[src/verilog/portalPkg.sv]
package portalPkg;

  localparam int dataWidth   = 32;
  localparam int addrWidth   = 32;
  localparam int lenWidth    = 4;  // Beats = len + 1
  localparam int offsetWidth = 5;
  localparam int pageLsb     = 5;
  localparam int pageMsb     = 11;
  localparam int portalBit   = 12;
  localparam int beatStride  = 4;

  // Control page register map
  typedef enum logic [4:0] {
    ctrlIntStatus   = 5'd0,
    ctrlIntEnable   = 5'd4,
    ctrlNumTiles    = 5'd8,
    ctrlQueueStatus = 5'd12,
    ctrlPortalId    = 5'd16,
    ctrlNumPortals  = 5'd20
  } ctrlRegT;

  typedef enum logic {
    indicationPortal = 1'b0,
    requestPortal    = 1'b1
  } portalSelT;

  typedef enum logic [1:0] {hsIdle, hsReq, hsRelease} hsStateT;

  localparam logic [31:0] numTiles           = 32'd1;
  localparam logic [31:0] numPortals         = 32'd2;
  localparam logic [31:0] indicationPortalId = 32'd5;
  localparam logic [31:0] requestPortalId    = 32'd6;
  localparam logic [31:0] ctrlDefault        = 32'h005A05A0;

endpackage

[src/verilog/beatIf.sv]
`timescale 1ns/1ps

// One decoded word beat of a burst
interface beatIf #(
  parameter int idWidth = 6
);
  import portalPkg::*;

  logic                   valid;
  logic                   ready;
  logic [offsetWidth-1:0] offset;
  logic [idWidth-1:0]     id;
  logic                   last;
  logic                   isControl;  // Page field all zero
  portalSelT              portal;

  modport source (
    output valid, offset, id, last, isControl, portal,
    input  ready
  );
  modport sink (
    input  valid, offset, id, last, isControl, portal,
    output ready
  );

endinterface

[src/verilog/portalQueueIf.sv]
`timescale 1ns/1ps

interface portalQueueIf;
  import portalPkg::*;

  logic                 reqPush;
  logic [dataWidth-1:0] reqWord;
  logic                 reqNotFull;
  logic                 indPop;
  logic [dataWidth-1:0] indWord;  // Head of indication queue
  logic                 indNotEmpty;

  modport writeSide (
    output reqPush, reqWord,
    input  reqNotFull, indNotEmpty
  );
  modport readSide (
    output indPop,
    input  indWord, indNotEmpty, reqNotFull
  );
  modport queueSide (
    input  reqPush, reqWord, indPop,
    output reqNotFull, indWord, indNotEmpty
  );

endinterface

[src/verilog/burstSplitter.sv]
`timescale 1ns/1ps

module burstSplitter #(
  parameter int idWidth = 6
) (
  input  logic                           CLK,
  input  logic                           RST_N,
  input  logic [portalPkg::addrWidth-1:0] addr,
  input  logic [portalPkg::lenWidth-1:0]  len,
  input  logic [idWidth-1:0]              id,
  input  logic                           valid,
  output logic                           ready,
  beatIf.source                          beat
);
  import portalPkg::*;

  localparam int burstWidth = portalBit + 1 + lenWidth + idWidth;

  logic [burstWidth-1:0]  burstIn;
  logic [burstWidth-1:0]  burstOut;
  logic                   burstValid;
  logic [portalBit:0]     burstAddr;
  logic [lenWidth-1:0]    burstLen;
  logic [idWidth-1:0]     burstId;
  logic [lenWidth-1:0]    beatCount;
  logic [offsetWidth-1:0] runOffset;
  logic                   beatMove;

  assign burstIn = {addr[portalBit:0], len, id};

  syncFifo #(.width(burstWidth), .depth(1)) addrFifo (
    .CLK      (CLK),
    .RST_N    (RST_N),
    .push     (valid && ready),
    .pushData (burstIn),
    .pop      (beatMove && beat.last),  // Burst done
    .popData  (burstOut),
    .notFull  (ready),
    .notEmpty (burstValid)
  );

  assign {burstAddr, burstLen, burstId} = burstOut;

  assign beat.valid     = burstValid;
  assign beat.offset    = (beatCount == '0) ? burstAddr[offsetWidth-1:0] : runOffset;
  assign beat.id        = burstId;
  assign beat.last      = beatCount == burstLen;
  assign beat.isControl = burstAddr[pageMsb:pageLsb] == '0;
  assign beat.portal    = portalSelT'(burstAddr[portalBit]);
  assign beatMove       = beat.valid && beat.ready;

  always_ff @(posedge CLK) begin
    if (!RST_N) begin
      beatCount <= '0;
    end else if (beatMove) begin
      beatCount <= beat.last ? '0 : beatCount + 1'b1;
    end
  end

  // Wraps inside the page window
  always_ff @(posedge CLK) begin
    if (beatMove) begin
      runOffset <= beat.offset + offsetWidth'(beatStride);
    end
  end

  assert property (@(posedge CLK) disable iff (!RST_N) burstValid |-> beatCount <= burstLen)
    else $error("burstSplitter beat count passed burst length");

endmodule

[src/verilog/portalBridge.sv]
`timescale 1ns/1ps

module portalBridge #(
  parameter int idWidth    = 6,
  parameter int queueDepth = 4
) (
  input  logic                           CLK,
  input  logic                           RST_N,
  input  logic [portalPkg::addrWidth-1:0] arAddr,
  input  logic [portalPkg::lenWidth-1:0]  arLen,
  input  logic [idWidth-1:0]              arId,
  input  logic                           arValid,
  output logic                           arReady,
  output logic [portalPkg::dataWidth-1:0] rData,
  output logic [idWidth-1:0]              rId,
  output logic                           rValid,
  input  logic                           rReady,
  input  logic [portalPkg::addrWidth-1:0] awAddr,
  input  logic [portalPkg::lenWidth-1:0]  awLen,
  input  logic [idWidth-1:0]              awId,
  input  logic                           awValid,
  output logic                           awReady,
  input  logic [portalPkg::dataWidth-1:0] wData,
  input  logic                           wValid,
  output logic                           wReady,
  output logic [idWidth-1:0]              bId,
  output logic                           bValid,
  input  logic                           bReady,
  output logic                           interrupt,
  output logic [portalPkg::dataWidth-1:0] reqWord,
  output logic                           reqReq,
  input  logic                           reqAck,
  input  logic [portalPkg::dataWidth-1:0] indWord,
  input  logic                           indReq,
  output logic                           indAck
);

  beatIf #(.idWidth(idWidth)) readBeat ();
  beatIf #(.idWidth(idWidth)) writeBeat ();
  portalQueueIf queueLink ();

  burstSplitter #(.idWidth(idWidth)) readSplitter (
    .CLK(CLK), .RST_N(RST_N),
    .addr(arAddr), .len(arLen), .id(arId), .valid(arValid), .ready(arReady),
    .beat(readBeat)
  );

  burstSplitter #(.idWidth(idWidth)) writeSplitter (
    .CLK(CLK), .RST_N(RST_N),
    .addr(awAddr), .len(awLen), .id(awId), .valid(awValid), .ready(awReady),
    .beat(writeBeat)
  );

  portalReadEngine #(.idWidth(idWidth)) readEngine (
    .CLK(CLK), .RST_N(RST_N), .beat(readBeat), .queue(queueLink),
    .rData(rData), .rId(rId), .rValid(rValid), .rReady(rReady)
  );

  portalWriteEngine #(.idWidth(idWidth)) writeEngine (
    .CLK(CLK), .RST_N(RST_N), .beat(writeBeat), .queue(queueLink),
    .wData(wData), .wValid(wValid), .wReady(wReady),
    .bId(bId), .bValid(bValid), .bReady(bReady), .interrupt(interrupt)
  );

  portalQueues #(.queueDepth(queueDepth)) queues (
    .CLK(CLK), .RST_N(RST_N), .queue(queueLink),
    .reqWord(reqWord), .reqReq(reqReq), .reqAck(reqAck),
    .indWord(indWord), .indReq(indReq), .indAck(indAck)
  );

endmodule

[src/verilog/portalQueues.sv]
`timescale 1ns/1ps

module portalQueues #(
  parameter int queueDepth = 4
) (
  input  logic                           CLK,
  input  logic                           RST_N,
  portalQueueIf.queueSide                queue,
  output logic [portalPkg::dataWidth-1:0] reqWord,
  output logic                           reqReq,
  input  logic                           reqAck,
  input  logic [portalPkg::dataWidth-1:0] indWord,
  input  logic                           indReq,
  output logic                           indAck
);
  import portalPkg::*;

  hsStateT              reqState;
  hsStateT              indState;
  logic [dataWidth-1:0] reqHead;
  logic                 reqPending;
  logic                 reqTake;
  logic                 indNotFull;
  logic                 indStore;

  syncFifo #(.width(dataWidth), .depth(queueDepth)) reqFifo (
    .CLK      (CLK),
    .RST_N    (RST_N),
    .push     (queue.reqPush),
    .pushData (queue.reqWord),
    .pop      (reqTake),
    .popData  (reqHead),
    .notFull  (queue.reqNotFull),
    .notEmpty (reqPending)
  );

  syncFifo #(.width(dataWidth), .depth(queueDepth)) indFifo (
    .CLK      (CLK),
    .RST_N    (RST_N),
    .push     (indStore),
    .pushData (indWord),
    .pop      (queue.indPop),
    .popData  (queue.indWord),
    .notFull  (indNotFull),
    .notEmpty (queue.indNotEmpty)
  );

  // Request sender
  assign reqTake = reqState == hsIdle && reqPending;
  assign reqReq  = reqState == hsReq;

  always_ff @(posedge CLK) begin
    if (!RST_N) begin
      reqState <= hsIdle;
    end else begin
      case (reqState)
        hsIdle:    if (reqPending) reqState <= hsReq;
        hsReq:     if (reqAck) reqState <= hsRelease;
        hsRelease: if (!reqAck) reqState <= hsIdle;  // Ack low before next word
        default:   reqState <= hsIdle;
      endcase
    end
  end

  always_ff @(posedge CLK) begin
    if (reqTake) begin
      reqWord <= reqHead;
    end
  end

  // Indication receiver, ack rises with the store
  assign indStore = indState == hsIdle && indReq && indNotFull;
  assign indAck   = indState == hsReq;

  always_ff @(posedge CLK) begin
    if (!RST_N) begin
      indState <= hsIdle;
    end else begin
      case (indState)
        hsIdle:  if (indStore) indState <= hsReq;
        hsReq:   if (!indReq) indState <= hsIdle;
        default: indState <= hsIdle;
      endcase
    end
  end

  assert property (@(posedge CLK) disable iff (!RST_N) reqReq && !reqAck |=> reqReq)
    else $error("reqReq dropped before reqAck");

endmodule

[src/verilog/portalReadEngine.sv]
`timescale 1ns/1ps

module portalReadEngine #(
  parameter int idWidth = 6
) (
  input  logic                           CLK,
  input  logic                           RST_N,
  beatIf.sink                            beat,
  portalQueueIf.readSide                 queue,
  output logic [portalPkg::dataWidth-1:0] rData,
  output logic [idWidth-1:0]              rId,
  output logic                           rValid,
  input  logic                           rReady
);
  import portalPkg::*;

  logic [dataWidth-1:0]         ctrlValue;
  logic [dataWidth-1:0]         dataValue;
  logic [dataWidth+idWidth-1:0] respIn;
  logic [dataWidth+idWidth-1:0] respOut;
  logic                         respNotFull;
  logic                         needPop;
  logic                         beatFire;

  // Indication data at offset 0 dequeues a word
  assign needPop = !beat.isControl && beat.portal == indicationPortal && beat.offset == '0;

  assign beat.ready   = respNotFull && (!needPop || queue.indNotEmpty);
  assign beatFire     = beat.valid && beat.ready;
  assign queue.indPop = beatFire && needPop;

  always_comb begin
    case (ctrlRegT'(beat.offset))
      ctrlIntStatus,
      ctrlQueueStatus: ctrlValue = dataWidth'(beat.portal == indicationPortal && queue.indNotEmpty);
      ctrlNumTiles:    ctrlValue = numTiles;
      ctrlPortalId:    ctrlValue = (beat.portal == requestPortal) ? requestPortalId
                                                                  : indicationPortalId;
      ctrlNumPortals:  ctrlValue = numPortals;
      default:         ctrlValue = ctrlDefault;
    endcase
  end

  always_comb begin
    if (needPop) begin
      dataValue = queue.indWord;
    end else if (beat.portal == requestPortal && beat.offset == offsetWidth'(4)) begin
      dataValue = dataWidth'(queue.reqNotFull);  // Request space probe
    end else begin
      dataValue = '0;
    end
  end

  assign respIn = {beat.isControl ? ctrlValue : dataValue, beat.id};

  syncFifo #(.width(dataWidth + idWidth), .depth(2)) respFifo (
    .CLK      (CLK),
    .RST_N    (RST_N),
    .push     (beatFire),
    .pushData (respIn),
    .pop      (rValid && rReady),
    .popData  (respOut),
    .notFull  (respNotFull),
    .notEmpty (rValid)
  );

  assign {rData, rId} = respOut;

endmodule

[src/verilog/portalWriteEngine.sv]
`timescale 1ns/1ps

module portalWriteEngine #(
  parameter int idWidth = 6
) (
  input  logic                           CLK,
  input  logic                           RST_N,
  beatIf.sink                            beat,
  portalQueueIf.writeSide                queue,
  input  logic [portalPkg::dataWidth-1:0] wData,
  input  logic                           wValid,
  output logic                           wReady,
  output logic [idWidth-1:0]              bId,
  output logic                           bValid,
  input  logic                           bReady,
  output logic                           interrupt
);
  import portalPkg::*;

  localparam int descWidth = offsetWidth + idWidth + 3;

  logic [descWidth-1:0]   descIn;
  logic [descWidth-1:0]   descOut;
  logic                   descValid;
  logic [offsetWidth-1:0] curOffset;
  logic [idWidth-1:0]     curId;
  logic                   curLast;
  logic                   curControl;
  portalSelT              curPortal;
  logic [dataWidth-1:0]   word;
  logic                   wordValid;
  logic                   respNotFull;
  logic                   toRequest;
  logic                   consume;
  logic                   intEnable;

  assign descIn = {beat.offset, beat.id, beat.last, beat.isControl, beat.portal};

  // Beats wait here for their data words
  syncFifo #(.width(descWidth), .depth(2)) beatFifo (
    .CLK      (CLK),
    .RST_N    (RST_N),
    .push     (beat.valid && beat.ready),
    .pushData (descIn),
    .pop      (consume),
    .popData  (descOut),
    .notFull  (beat.ready),
    .notEmpty (descValid)
  );

  assign {curOffset, curId, curLast, curControl} = descOut[descWidth-1:1];
  assign curPortal = portalSelT'(descOut[0]);

  syncFifo #(.width(dataWidth), .depth(2)) dataFifo (
    .CLK      (CLK),
    .RST_N    (RST_N),
    .push     (wValid && wReady),
    .pushData (wData),
    .pop      (consume),
    .popData  (word),
    .notFull  (wReady),
    .notEmpty (wordValid)
  );

  assign toRequest = !curControl && curPortal == requestPortal;
  assign consume   = descValid && wordValid && (!curLast || respNotFull) &&
                     (!toRequest || queue.reqNotFull);

  assign queue.reqPush = consume && toRequest;
  assign queue.reqWord = word;

  syncFifo #(.width(idWidth), .depth(1)) respFifo (
    .CLK      (CLK),
    .RST_N    (RST_N),
    .push     (consume && curLast),  // One response per burst
    .pushData (curId),
    .pop      (bValid && bReady),
    .popData  (bId),
    .notFull  (respNotFull),
    .notEmpty (bValid)
  );

  always_ff @(posedge CLK) begin
    if (!RST_N) begin
      intEnable <= 1'b0;
    end else if (consume && curControl && curOffset == ctrlIntEnable) begin
      intEnable <= word[0];
    end
  end

  assign interrupt = intEnable && queue.indNotEmpty;

  assert property (@(posedge CLK) disable iff (!RST_N)
                   bValid && !bReady |=> bValid && $stable(bId))
    else $error("write response dropped before bReady");

endmodule

[src/verilog/syncFifo.sv]
`timescale 1ns/1ps

module syncFifo #(
  parameter int width = 32,
  parameter int depth = 2
) (
  input  logic             CLK,
  input  logic             RST_N,
  input  logic             push,
  input  logic [width-1:0] pushData,
  input  logic             pop,
  output logic [width-1:0] popData,
  output logic             notFull,
  output logic             notEmpty
);
  localparam int ptrWidth = (depth > 1) ? $clog2(depth) : 1;
  localparam int cntWidth = $clog2(depth + 1);

  logic [width-1:0]    mem [depth];
  logic [ptrWidth-1:0] wrPtr;
  logic [ptrWidth-1:0] rdPtr;
  logic [cntWidth-1:0] count;

  function automatic logic [ptrWidth-1:0] nextPtr(input logic [ptrWidth-1:0] ptr);
    return (ptr == ptrWidth'(depth - 1)) ? '0 : ptr + 1'b1;
  endfunction

  always_ff @(posedge CLK) begin
    if (push) begin
      mem[wrPtr] <= pushData;
    end
  end

  always_ff @(posedge CLK) begin
    if (!RST_N) begin
      wrPtr <= '0;
      rdPtr <= '0;
      count <= '0;
    end else begin
      if (push) begin
        wrPtr <= nextPtr(wrPtr);
      end
      if (pop) begin
        rdPtr <= nextPtr(rdPtr);
      end
      if (push && !pop) begin
        count <= count + 1'b1;
      end else if (pop && !push) begin
        count <= count - 1'b1;
      end
    end
  end

  assign popData  = mem[rdPtr];
  assign notFull  = count != cntWidth'(depth);
  assign notEmpty = count != '0;

  assert property (@(posedge CLK) disable iff (!RST_N) push |-> notFull)
    else $error("syncFifo push while full");
  assert property (@(posedge CLK) disable iff (!RST_N) pop |-> notEmpty)
    else $error("syncFifo pop while empty");

endmodule
[config.mk]
export PLATFORM = sky130hd
export DESIGN_NAME = portalBridge
export DESIGN_NICKNAME = d
export VERILOG_FILES = /design/src/verilog/portalPkg.sv /design/src/verilog/beatIf.sv /design/src/verilog/portalQueueIf.sv /design/src/verilog/burstSplitter.sv /design/src/verilog/portalBridge.sv /design/src/verilog/portalQueues.sv /design/src/verilog/portalReadEngine.sv /design/src/verilog/portalWriteEngine.sv /design/src/verilog/syncFifo.sv
export SDC_FILE = /design/constraint.sdc
export NUM_CORES = 1
export LEC_CHECK = 0
export BUFFER_PORTS_ARGS = -buffer_cell sky130_fd_sc_hd__buf_2
export CAP_MARGIN = 20
export CORE_MARGIN = 3
export CORE_UTILIZATION = 52
export DETAILED_ROUTE_END_ITERATION = 12
export PLACE_DENSITY = 0.84
export SYNTH_ARGS = -nofsm -noshare
export SYNTH_HDL_FRONTEND = slang
export SYNTH_SLANG_ARGS = --single-unit
[constraint.sdc]
create_clock -name CLK -period 2.89 [get_ports CLK]
set_input_delay 0 -clock CLK [delete_from_list [all_inputs] [get_ports CLK]]
set_output_delay 0 -clock CLK [all_outputs]
set_load 0.02 [all_outputs]
=== Word-level counts from Yosys, hierarchy flattened ===
Memories as Yosys holds them, arrays and structs flattened. A register that Yosys moved wholly into a read port is not among the register bits.
Index checks and enable logic that the tools add are counted.

* Flip-flop bits (word level): 52
* Bits in writable memories: 476
* Input port bits: 157
* Output and inout port bits: 84
* Logic and storage cells: 247
* Memories kept: 8

{| class="wikitable"
|+ Memory list
! name !! words !! bits a word !! read ports !! clocked after Yosys merged registers in !! write ports !! line !! text
|-
| queues.indFifo.mem || 4 || 32 || 1 || 1 || 1 || syncFifo.sv:19 || <nowiki>logic [width-1:0] mem [depth];</nowiki>
|-
| queues.reqFifo.mem || 4 || 32 || 1 || 1 || 1 || syncFifo.sv:19 ||
|-
| readEngine.respFifo.mem || 2 || 38 || 1 || 1 || 1 || syncFifo.sv:19 ||
|-
| writeEngine.dataFifo.mem || 2 || 32 || 1 || 1 || 1 || syncFifo.sv:19 ||
|-
| writeEngine.beatFifo.mem || 2 || 14 || 1 || 1 || 1 || syncFifo.sv:19 ||
|-
| readSplitter.addrFifo.mem || 1 || 23 || 1 || 0 || 1 || syncFifo.sv:19 ||
|-
| 2 more memories || n/a || n/a || n/a || n/a || n/a || n/a ||
|}

* Add/sub/neg operators: 30
* Equality and inequality tests: 25
* Multiplexer cells: 66
* Bitwise logic cells: 4
* Reductions and logical operators: 89

{| class="wikitable"
|+ Operators with widths
! operator !! number
|-
| 32-bit case mux with 4 select lines || 1
|-
| 32-bit 2-to-1 mux || 2
|-
| 1-bit logical AND || 43
|-
| 2-bit 2-to-1 mux || 18
|-
| 1-bit 2-to-1 mux || 35
|-
| 2-bit nonzero test || 11
|-
| 1-bit zero test || 20
|-
| 2-bit by 1-bit adder with 2-bit output (second input constant) || 7
|-
| 7-bit zero test || 2
|-
| 3-bit 2-to-1 mux || 4
|-
| 2-bit inequality test (second input constant) || 6
|-
| 5-bit by 3-bit adder with 5-bit output (second input constant) || 2
|-
| 2-bit equality test (second input constant) || 5
|-
| 5-bit by 3-bit equality test with 1-bit output (second input constant) || 2
|-
| 5-bit by 4-bit equality test with 1-bit output (second input constant) || 2
|-
| 5-bit equality test (second input constant) || 2
|-
| 5-bit 2-to-1 mux || 2
|-
| 1-bit adder (second input constant) || 9
|-
| 4-bit by 1-bit adder with 4-bit output (second input constant) || 2
|-
| 4-bit equality test || 2
|-
| 4-bit zero test || 2
|-
| 4-bit 2-to-1 mux || 2
|-
| 3-bit by 1-bit adder with 3-bit output (second input constant) || 2
|-
| 3-bit inequality test (second input constant) || 2
|-
| other kinds (15) || 29
|}

=== Logic depth before layout (Yosys ltp) ===
Gate-level depths: netlist (run 1).
An unclocked memory read counts as a cell.

* Depth after elaboration: 13
* Mapped depth: 12
* Mapped depth without buffers: 12

=== Modules after synthesis ===
From an unflattened synthesis (run 1), not the netlist that was laid out.

* Cells, all modules: 1056
* Area total of the unflattened synthesis: 21509.4 um^2

{| class="wikitable"
|+ Modules (own cells, without submodules)
! module !! times used !! cells an instance !! area an instance (um^2) !! sequential area each (um^2)
|-
| syncFifo (queues.indFifo ...) || 2 || 212 || 5117.4 || 4023.9
|-
| syncFifo (readEngine.respFifo) || 1 || 140 || 3039.2 || 2382.3
|-
| syncFifo (writeEngine.dataFifo) || 1 || 122 || 2528.7 || 2021.9
|-
| syncFifo (readSplitter.addrFifo ...) || 2 || 27 || 745.7 || 710.7
|-
| syncFifo (writeEngine.beatFifo) || 1 || 65 || 1224.9 || 940.9
|-
| burstSplitter || 2 || 59 || 569.3 || 230.2
|-
| portalQueues || 1 || 45 || 1084.8 || 1021.0
|-
| portalReadEngine || 1 || 63 || 404.1 || 0.0
|-
| syncFifo (writeEngine.respFifo) || 1 || 10 || 235.2 || 200.2
|-
| portalWriteEngine || 1 || 15 || 127.6 || 20.0
|}

=== Worst setup path after synthesis (run 1) ===
Ideal clock, no wire load.

* Path kind: register to register
* Start point: register readSplitter.beatCount[0]
* End point: memory readEngine.respFifo.mem[1][0] (netlist name), enable pin
* Data arrival time: 2.709 ns
* Data required time: 2.491 ns
* Slack: -0.218 ns
* Cell stages (with the launch flop): 9
* Buffers on the path: 1
* Clock period less this slack: 3.108 ns
* Cells stage by stage: dfxtp_1 > inv_1 > ha_1 > nor3b_4 > mux2i_1 > ha_1 > a41oi_2 > buf_6 > and2_1

* Longest elaborated chain between the ends: 10

{| class="wikitable"
|+ Ends and longest elaborated chain
! item !! line !! text
|-
| start: declaration || burstSplitter.sv:25 || <nowiki>logic [lenWidth-1:0] beatCount;</nowiki>
|-
| start signal: assignment || burstSplitter.sv:56 || <nowiki>beatCount <= beat.last ? '0 : beatCount + 1'b1;</nowiki>
|-
| 4-bit zero test || burstSplitter.sv:45 || <nowiki>assign beat.offset = (beatCount == '0) ? burstAddr[offsetWidth-1:0] : runOffset;</nowiki>
|-
| 5-bit 2-to-1 mux || burstSplitter.sv:45 ||
|-
| 5-bit zero test || portalReadEngine.sv:26 || <nowiki>assign needPop = !beat.isControl && beat.portal == indicationPortal && beat.offset == '0;</nowiki>
|-
| 1-bit logical AND || portalReadEngine.sv:26 ||
|-
| 1-bit zero test || portalReadEngine.sv:28 || <nowiki>assign beat.ready = respNotFull && (!needPop || queue.indNotEmpty);</nowiki>
|-
| 1-bit logical OR || portalReadEngine.sv:28 ||
|-
| 1-bit logical AND || portalReadEngine.sv:28 ||
|-
| 1-bit logical AND || portalReadEngine.sv:29 || <nowiki>assign beatFire = beat.valid && beat.ready;</nowiki>
|-
| 1-bit 2-to-1 mux || syncFifo.sv:29 || <nowiki>if (push) begin</nowiki>
|-
| 1-bit 2-to-1 mux (not written as such) || syncFifo.sv:30 || <nowiki>mem[wrPtr] <= pushData;</nowiki>
|-
| end: declaration || syncFifo.sv:19 ||
|}

Every way passes these cells.

=== Worst setup path after layout (run 1) ===
* Start point: register readSplitter.beatCount[0]
* End point: memory readEngine.respFifo.mem[1][6] (netlist name) (data pin)

* Longest elaborated chain between the ends: 7
* Elaborated cells on any way between the ends: 15
* Classes of those cells: eq/ne: 5; mux: 5; reduce/logical: 5

{| class="wikitable"
|+ Ends and longest elaborated chain
! item !! line !! text
|-
| 4-bit zero test * || burstSplitter.sv:45 ||
|-
| 5-bit 2-to-1 mux * || burstSplitter.sv:45 ||
|-
| parallel branches: the longest is 4 deep, another holds 32-bit case mux with 4 select lines || n/a ||
|-
| 32-bit 2-to-1 mux * || portalReadEngine.sv:54 || <nowiki>assign respIn = {beat.isControl ? ctrlValue : dataValue, beat.id};</nowiki>
|-
| named net readEngine.respFifo.pushData[6] || syncFifo.sv:10 || <nowiki>input logic [width-1:0] pushData,</nowiki>
|}

Mark *: on every way through the listed nets, which the timed path passes.

==> summary.md, run 1 <==
| Metric | Value |
|---|---|
| Die footprint | `around 0.043 sq mm` |
| GP Congestion | `about 0.8` |
| Clk_lat worst skew | `approximately 620 ps` |
| Syn_area_per_cell | `20.2 sq um` |
| Initial antenna violation count | `4` |
| PortBufs | `around 200` |
| Clk sinks | `roughly 560` |
| Clock Path Buffers | `3` |
| Worst Skew | `slightly above 40 ps` |
| Net Count, Synth | `approximately 1200` |
| DR top layer | `met4` |
| CP Launch Point | `readSplitter.beatCount[0]$_SDFFE_PN0N_` |
| R2R Path Start | `readSplitter.beatCount[0]$_SDFFE_PN0N_` |
| Total Power | `~0.022 W` |
| Critical Path Stages | `12` |
| Slew headroom | `29.1%` |
| CTS tree | `yes` |
| Setup Viol. Count Final | `0` |
| Clock buffer count from CTS | `52` |
| Cell count of the worst hold path | `2` |
| Die height | `around 210 um` |
| Clk slew on worst S/H paths | `70 ps` |
| Startpoint type of the worst setup path | `flip-flop` |
| Core ar. | `between 0.03 and 0.04 sq mm` |
| Worst-Margin Slew | `around 1100 ps` |
| Leak | `roughly 9 nW` |
| Worst r2r path cells | `12` |
| Crit path buffers/inverters | `4` |
| Setup_tns | `0 ps` |
| Met3 WL | `approximately 2900 um` |
| Max Fclk | `around 350 MHz` |
| Max VDD drop | `between 0.5 and 0.6 mV` |
| CP arrival | `around 3200 ps` |
| First-pass GRT wire length | `68800 um` |
| Met2 Routed Length | `about 24000 um` |
| Pwr dens | `~840 mW/mm^2` |
| Max Cap Violations | `0` |
| Met1 wire length | `approximately 17000 um` |
| H-tree levels | `2` |
| Horiz. Die Dim | `207 um` |
| Seq/Total Area, Yosys | `between 70 and 80%` |
| WL final | `roughly 45000 um` |
| Worst setup path class | `reg2reg` |
| EDFF count, synth | `518` |
| Hold Startpoint | `arAddr[7]` |
| #FFs+latches synth | `approximately 560` |
| Post-synth top area share | `roughly 74%` |
| Largest net degree at the start of global routing | `44` |
| Post-Syn Instances | `1043` |
| CP max FO | `5` |
| Total gr overflow | `0` |
| Post-synth top cells | `edfxtp_1 (518), mux2_2 (85), mux4_2 (64)` |
| Routed WL per cell | `22.6 um` |
| Clock root cell | `clkbuf_16` |
| Crit path cell chain | `inv_1 > ha_1 > nor3b_4 > buf_4 > mux2i_2 > buf_4 > inv_1 > ha_1 > nor3b_1 > o21ai_0 > a21oi_1 > a311o_1` |
| Ys flop type | `edfxtp_1` |
| Layout filler cell count | `roughly 2500` |
| Final slew viol count | `0` |
| Initial Utilization | `a little over half` |
| Hold Crit Class | `in2reg` |
| Final period util | `a little over nine tenths` |
| FFs w/ async S/R, synth | `0%` |
| Synth area leader | `edfxtp_1` |
| Count leader, synth | `edfxtp_1` |
| Kind of end point of the critical path | `flip-flop` |
| GRT Total Usage | `around a fifth` |
| Synth area leaders | `edfxtp_1 (74%), mux4_2 (6.8%), mux2_2 (4.5%)` |
| Worst slack, placed | `around 46 ps` |
| Worst setup margin | `between 30 and 40 ps` |
| IO Count | `approximately 240` |
| Layout overhead on the synthesized area | `22.9%` |
| Synth warn | `0` |
| DP HPWL | `approximately 26000 um` |
| Antenna Nets Post-Route | `0` |
| Status | `finished, final reports clean` |
| Row count | `73` |
| Layout net count | `between 1500 and 2000` |
| Synth unique cells | `52` |
| DR iter-0 viols | `~900` |
| Share of cells above drive strength 1 | `between 30% and 40%` |
| Area of the mapped netlist | `between 0.02 and 0.025 sq mm` |
| Initial DRT Pass Iterations | `5` |
| Worst EP required | `3220 ps` |
| Delay-heaviest family, CP | `compound AO/OA/AOI/OAI gates` |
| Post-layout minimum cycle time | `around 2900 ps` |
| Drt drc | `0` |
| Final core utilization | `around two thirds` |
| CP max stage cell | `dfxtp_2` |
| Worst stage delay on the critical path | `roughly 350 ps` |
| Vias | `~11000` |
| Hold slack | `124 ps` |
| Vias per cell | `between 5 and 6` |
| Vias in the first global route | `about 12000` |
| Hold Fails Final Rpt | `0` |
==> timing repair <==
item	4_1_cts	5_1_grt
setup endpoints to repair	0	12
hold buffers	120	0
hold endpoints to repair	266	0
resized for setup	0	11
setup buffers	0	3
==> worst register-to-register path, delay by kind of cell, from the launching register on <==
| kind | cells | cell delay [ps] |
|---|---|---|
| DFF | 1 | 350 |
| buffers and inverters | 4 | 510 |
| adders and majority gates | 2 | 390 |
| AOI/OAI and AO/OA | 3 | 660 |
| and+or+nand+nor | 2 | 340 |
| muxes | 1 | 330 |
==> flip-flops by register name, summed over array words and instances (netlist names), 3 cells and up, named ones only <==
| register | flops |
|---|---|
| queues.indFifo.count | 3 |
| queues.indFifo.mem | 128 |
| queues.reqFifo.count | 3 |
| queues.reqFifo.mem | 128 |
| queues.reqWord | 32 |
| readEngine.respFifo.mem | 76 |
| readSplitter.addrFifo.mem | 23 |
| readSplitter.beatCount | 4 |
| readSplitter.runOffset | 5 |
| writeEngine.beatFifo.mem | 28 |
| writeEngine.dataFifo.mem | 64 |
| writeEngine.respFifo.mem | 6 |
| writeSplitter.addrFifo.mem | 23 |
| writeSplitter.beatCount | 4 |
| writeSplitter.runOffset | 5 |
==> per-stage QoR <==
stage,cell area (sq um),cells
CTS,25800,1988
floorplan,21100,1043
detailed placement,23000,1773
global route,25900,1995
finish,25900,1995
global placement,23000,1773
==> cells by family (layout without fill, tap and decap cells) <==
family	after synthesis	count (layout)	share of synthesized area [%]
xor+xnor	27	27	1.12
buf+inv	65	488	1.24
simple gates	146	146	4.18
mux	163	163	12.1
other cells	0	4	0
fa+ha+maj	26	26	1.61
flops	564	564	78.2
compound gates	52	52	1.62
==> power by group <==
part | total, W | internal (W) | switching, W
logic | 0.00428 | 0.00188 | 0.00240
clock network | 0.00669 | 0.00370 | 0.00298
registers | 0.0108 | 0.0102 | 0.000577
==> worst paths after layout <==
path	endpoint	slack, ps
setup / recovery	readEngine.respFifo.mem[1][6]$_DFFE_PP_	40
hold / removal	readSplitter.addrFifo.mem[0][17]$_DFFE_PP_	120
setup reg to reg	readEngine.respFifo.mem[1][6]$_DFFE_PP_	40
hold reg to reg	writeEngine.beatFifo.mem[1][4]$_DFFE_PP_	440
==> cell type report <==
type                            count  area (sq um)  area share (%)
Multi-Input combinational cell    414          4400            17.0
Clock buffer                       61          1340            5.15
Sequential cell                   564         16500            63.6
Clock inverter                     34           330            1.28
Timing Repair Buffer              362          2570            9.94
Inverter                           31           116           0.449
Antenna cell                        4          10.0          0.0386
Tap cell                          525           657            2.54
==> per-layer routing <==
metal / up-vias / GRT usage (%)
met5: - / 0
met4: 0 / 7.96
met3: 89 / 4.26
met2: 469 / 37.8
met1: 5626 / 24.3
li1: 4846 / -
==> placed cells by master (no fill, tap or decap), types with 19 or more instances in the layout <==
cell type,n
and2_1,22
buf_2,202
buf_4,35
clkbuf_16,52
dfxtp_1,40
dlygate4sd3_1,120
edfxtp_1,518
ha_1,22
inv_1,30
mux2_2,85
mux4_2,64
nand2_1,19
nor2b_1,37
(Power assumes the default switching activity.)
==> run 2, diff against run 1 <==
- SYNTH_HIERARCHICAL: unset -> 1
==> summary.md, run 2 <==
| Metric | Value |
|---|---|
| Total gr overflow | `0 (unchanged)` |
| Commonest non-fill, non-tap cell in the layout | `edfxtp_1 (unchanged)` |
| Hold Fails Final Rpt | `1 (was 0)` |
| Die footprint | `0.0438 sq mm (was 0.0430 sq mm)` |
| Die height | `209 um (was 207 um)` |
| Max Fclk | `320 MHz (was 350 MHz)` |
| Worst-Margin Slew | `902 ps (was 1060 ps)` |
| Initial antenna violation count | `1 (was 4)` |
| Drt drc | `0 (unchanged)` |
| Clock root cell | `clkbuf_16 (unchanged)` |
| Clock buffer count from CTS | `54 (was 52)` |
| Worst setup margin | `-238 ps (was 36.6 ps)` |
| Net Count, Synth | `1233 (was 1226)` |
| Worst EP required | `3250 ps (was 3220 ps)` |
| Final period util | `108% (was 98.7%)` |
| Cell area after layout | `0.0268 sq mm (was 0.0259 sq mm)` |
| Kind of end point of the critical path | `flip-flop (unchanged)` |
| Area of the mapped netlist | `0.0215 sq mm (was 0.0211 sq mm)` |
| Worst setup path class | `reg2reg (unchanged)` |
| Post-layout minimum cycle time | `3130 ps (was 2850 ps)` |
| Vias per cell | `5.52 (was 5.53)` |
| Syn_area_per_cell | `20.4 sq um (was 20.2 sq um)` |
| PortBufs | `202 (unchanged)` |
| Leak | `9.55 nW (was 9.07 nW)` |
| Setup Viol. Count Final | `44 (was 0)` |
| Clk_lat worst skew | `600 ps (was 620 ps)` |
| CTS tree | `yes (unchanged)` |
| Post-Syn Instances | `1055 (was 1043)` |
| Largest regs | `queues/indFifo/mem x128, queues/reqFifo/mem x128, readEngine/respFifo/mem x76 (was queues.indFifo.mem x128, queues.reqFifo.mem x128, readEngine.respFifo.mem x76)` |
| Vias in the first global route | `12100 (about the same)` |
| Core ar. | `0.0403 sq mm (was 0.0399 sq mm)` |
| Hold slack | `-2.91 ps (was 124 ps)` |
| Commonest cells after routing, fill and taps aside | `edfxtp_1 (518), buf_2 (202), dlygate4sd3_1 (117) (was edfxtp_1 (518), buf_2 (202), dlygate4sd3_1 (120))` |
| Vias | `11300 (was 11000)` |
| Layout net count | `1652 (was 1608)` |
| IO Count | `241 (unchanged)` |
| Horiz. Die Dim | `209 um (was 207 um)` |
| First-pass GRT wire length | `70700 um (was 68800 um)` |
| Final slew viol count | `0 (unchanged)` |
| Worst Skew | `21.6 ps (was 41.5 ps)` |
| DP HPWL | `26200 um (was 25800 um)` |
| WL final | `47400 um (was 45200 um)` |
| Slew headroom | `39.8% (was 29.1%)` |
| Row count | `73 (unchanged)` |
| Status | `finished with violations (was finished, final reports clean)` |
| Hold Startpoint | `RST_N (was arAddr[7])` |
| Violated checks | `negative hold slack, negative setup slack` |
| Initial Utilization | `53.4% (was 52.8%)` |
| Initial DRT Pass Iterations | `4 (was 5)` |
| Clock Path Buffers | `3 (unchanged)` |
| CP arrival | `3490 ps (was 3180 ps)` |
| DR iter-0 viols | `875 (was 904)` |
| Max Cap Violations | `0 (unchanged)` |
| Startpoint type of the worst setup path | `flip-flop (unchanged)` |
| Total Power | `0.0229 W (was 0.0218 W)` |
| Max VDD drop | `0.683 mV (was 0.583 mV)` |
| Clk sinks | `566 (was 564)` |
| Synth warn | `6 (was 0)` |
| Largest net degree at the start of global routing | `39 (was 44)` |
| Hold Crit Class | `in2reg (unchanged)` |
| Routed WL per cell | `23.2 um (was 22.6 um)` |
| CP Launch Point | `readSplitter/beatCount[0]$_SDFFE_PN0P_ (was readSplitter.beatCount[0]$_SDFFE_PN0N_)` |
| H-tree levels | `2 (unchanged)` |
| GRT Total Usage | `21.1% (was 20.8%)` |
| Layout overhead on the synthesized area | `24.4% (was 22.9%)` |
| CP max FO | `6 (was 5)` |
| R2R Path Start | `readSplitter/beatCount[0]$_SDFFE_PN0P_ (was readSplitter.beatCount[0]$_SDFFE_PN0N_)` |
| Antenna Nets Post-Route | `0 (unchanged)` |
| Pwr dens | `857 mW/mm^2 (was 841 mW/mm^2)` |
| RSZ-0062 raised after global routing | `true` |
| Post-DP Area | `0.0234 sq mm (was 0.0230 sq mm)` |
| GP Congestion | `0.750 (was 0.780)` |
| Share of cells above drive strength 1 | `31.9% (was 33.7%)` |
| Clk slew on worst S/H paths | `60 ps (was 70 ps)` |
## run 2: cell types whose count changed in the layout (fill, tap and decap cells not counted), sizes merged, moves of 6 or more
cell	before	now
buf	242	270
a21o	0	8
o21ai	18	8
nor2b	40	22
and2	23	51
mux2	86	92
## run 2: what timing repair did
action                                 in CTS  in global routing
setup buffers                               7                  7
gates resized for setup                     7                 17
hold buffers                              117                  0
cloned                                      3                  3
endpoints found under the hold margin     248                  0
setup endpoints to repair                  67                 83
pin swaps                                   4                  0
## run 2: layer usage
layer | part of all wire, % | GRT usage [%]
met2 | 53 | 37.0
met5 | 0 | 0
met1 | 39 | 27.1
met3 | 5.2 | 3.29
met4 | 2.8 | 7.07
## run 2: final cells by class
| class | count | area, sq um |
|---|---|---|
| multi-input cells | 436 | 4790 |
| fillers | 2454 | 13500 |
| repair buffers | 389 | 2890 |
| flip-flops and latches | 566 | 16500 |
| clock buffers | 64 | 1390 |
| well taps | 525 | 657 |
| diodes | 2 | 5.00 |
| clock inverters | 37 | 403 |
| inverters | 27 | 101 |
## run 2: path summary, 6_finish.rpt
path	to	slack [ps]	depth (start not counted)
setup / recovery	readEngine/respFifo/mem[1][17]$_DFFE_PP_	-240	15
hold / removal	queues/indState[0]$_SDFFE_PN0P_	-3	2
setup reg to reg	readEngine/respFifo/mem[1][17]$_DFFE_PP_	-240	15
hold reg to reg	writeEngine/beatFifo/mem[1][5]$_DFFE_PP_	440	0
## run 2: stage by stage
| step | hold slack, ps | instances | utilization, % | TNS [ps] | worst slack [ps] |
|---|---|---|---|---|---|
| after floorplan | 98.9 | 1055 | - | -488 | -214 |
| after global placement | 176 | 1806 | 58.2 | -7410 | -182 |
| after detailed placement | 178 | 1806 | 58.2 | -10280 | -303 |
| after CTS | 5.02 | 2034 | 65.9 | -1740 | -226 |
| after global routing | 25.4 | 2045 | 66.4 | -10320 | -334 |
| final | -2.91 | 2046 | 66.4 | -6970 | -238 |
## run 2: power by group
group | switching [W] | leakage (nW) | internal (W)
Clock | 0.00309 | 0.868 | 0.00403
Sequential | 0.000520 | 5.17 | 0.0104
Combinational | 0.00284 | 3.51 | 0.00211
Total | 0.00646 | 9.55 | 0.0165
## run 2: worst max-delay path: stages (launching register included)
cell and delay (ps):
dfxtp_2 320, inv_2 70, ha_4 120, nor3b_4 210
buf_12 150, mux2_4 300, or3_4 390, and2b_2 270
buf_4 120, buf_6 90, a21oi_4 70, buf_6 140
buf_4 130, and2_4 230, buf_12 150, buf_16 130
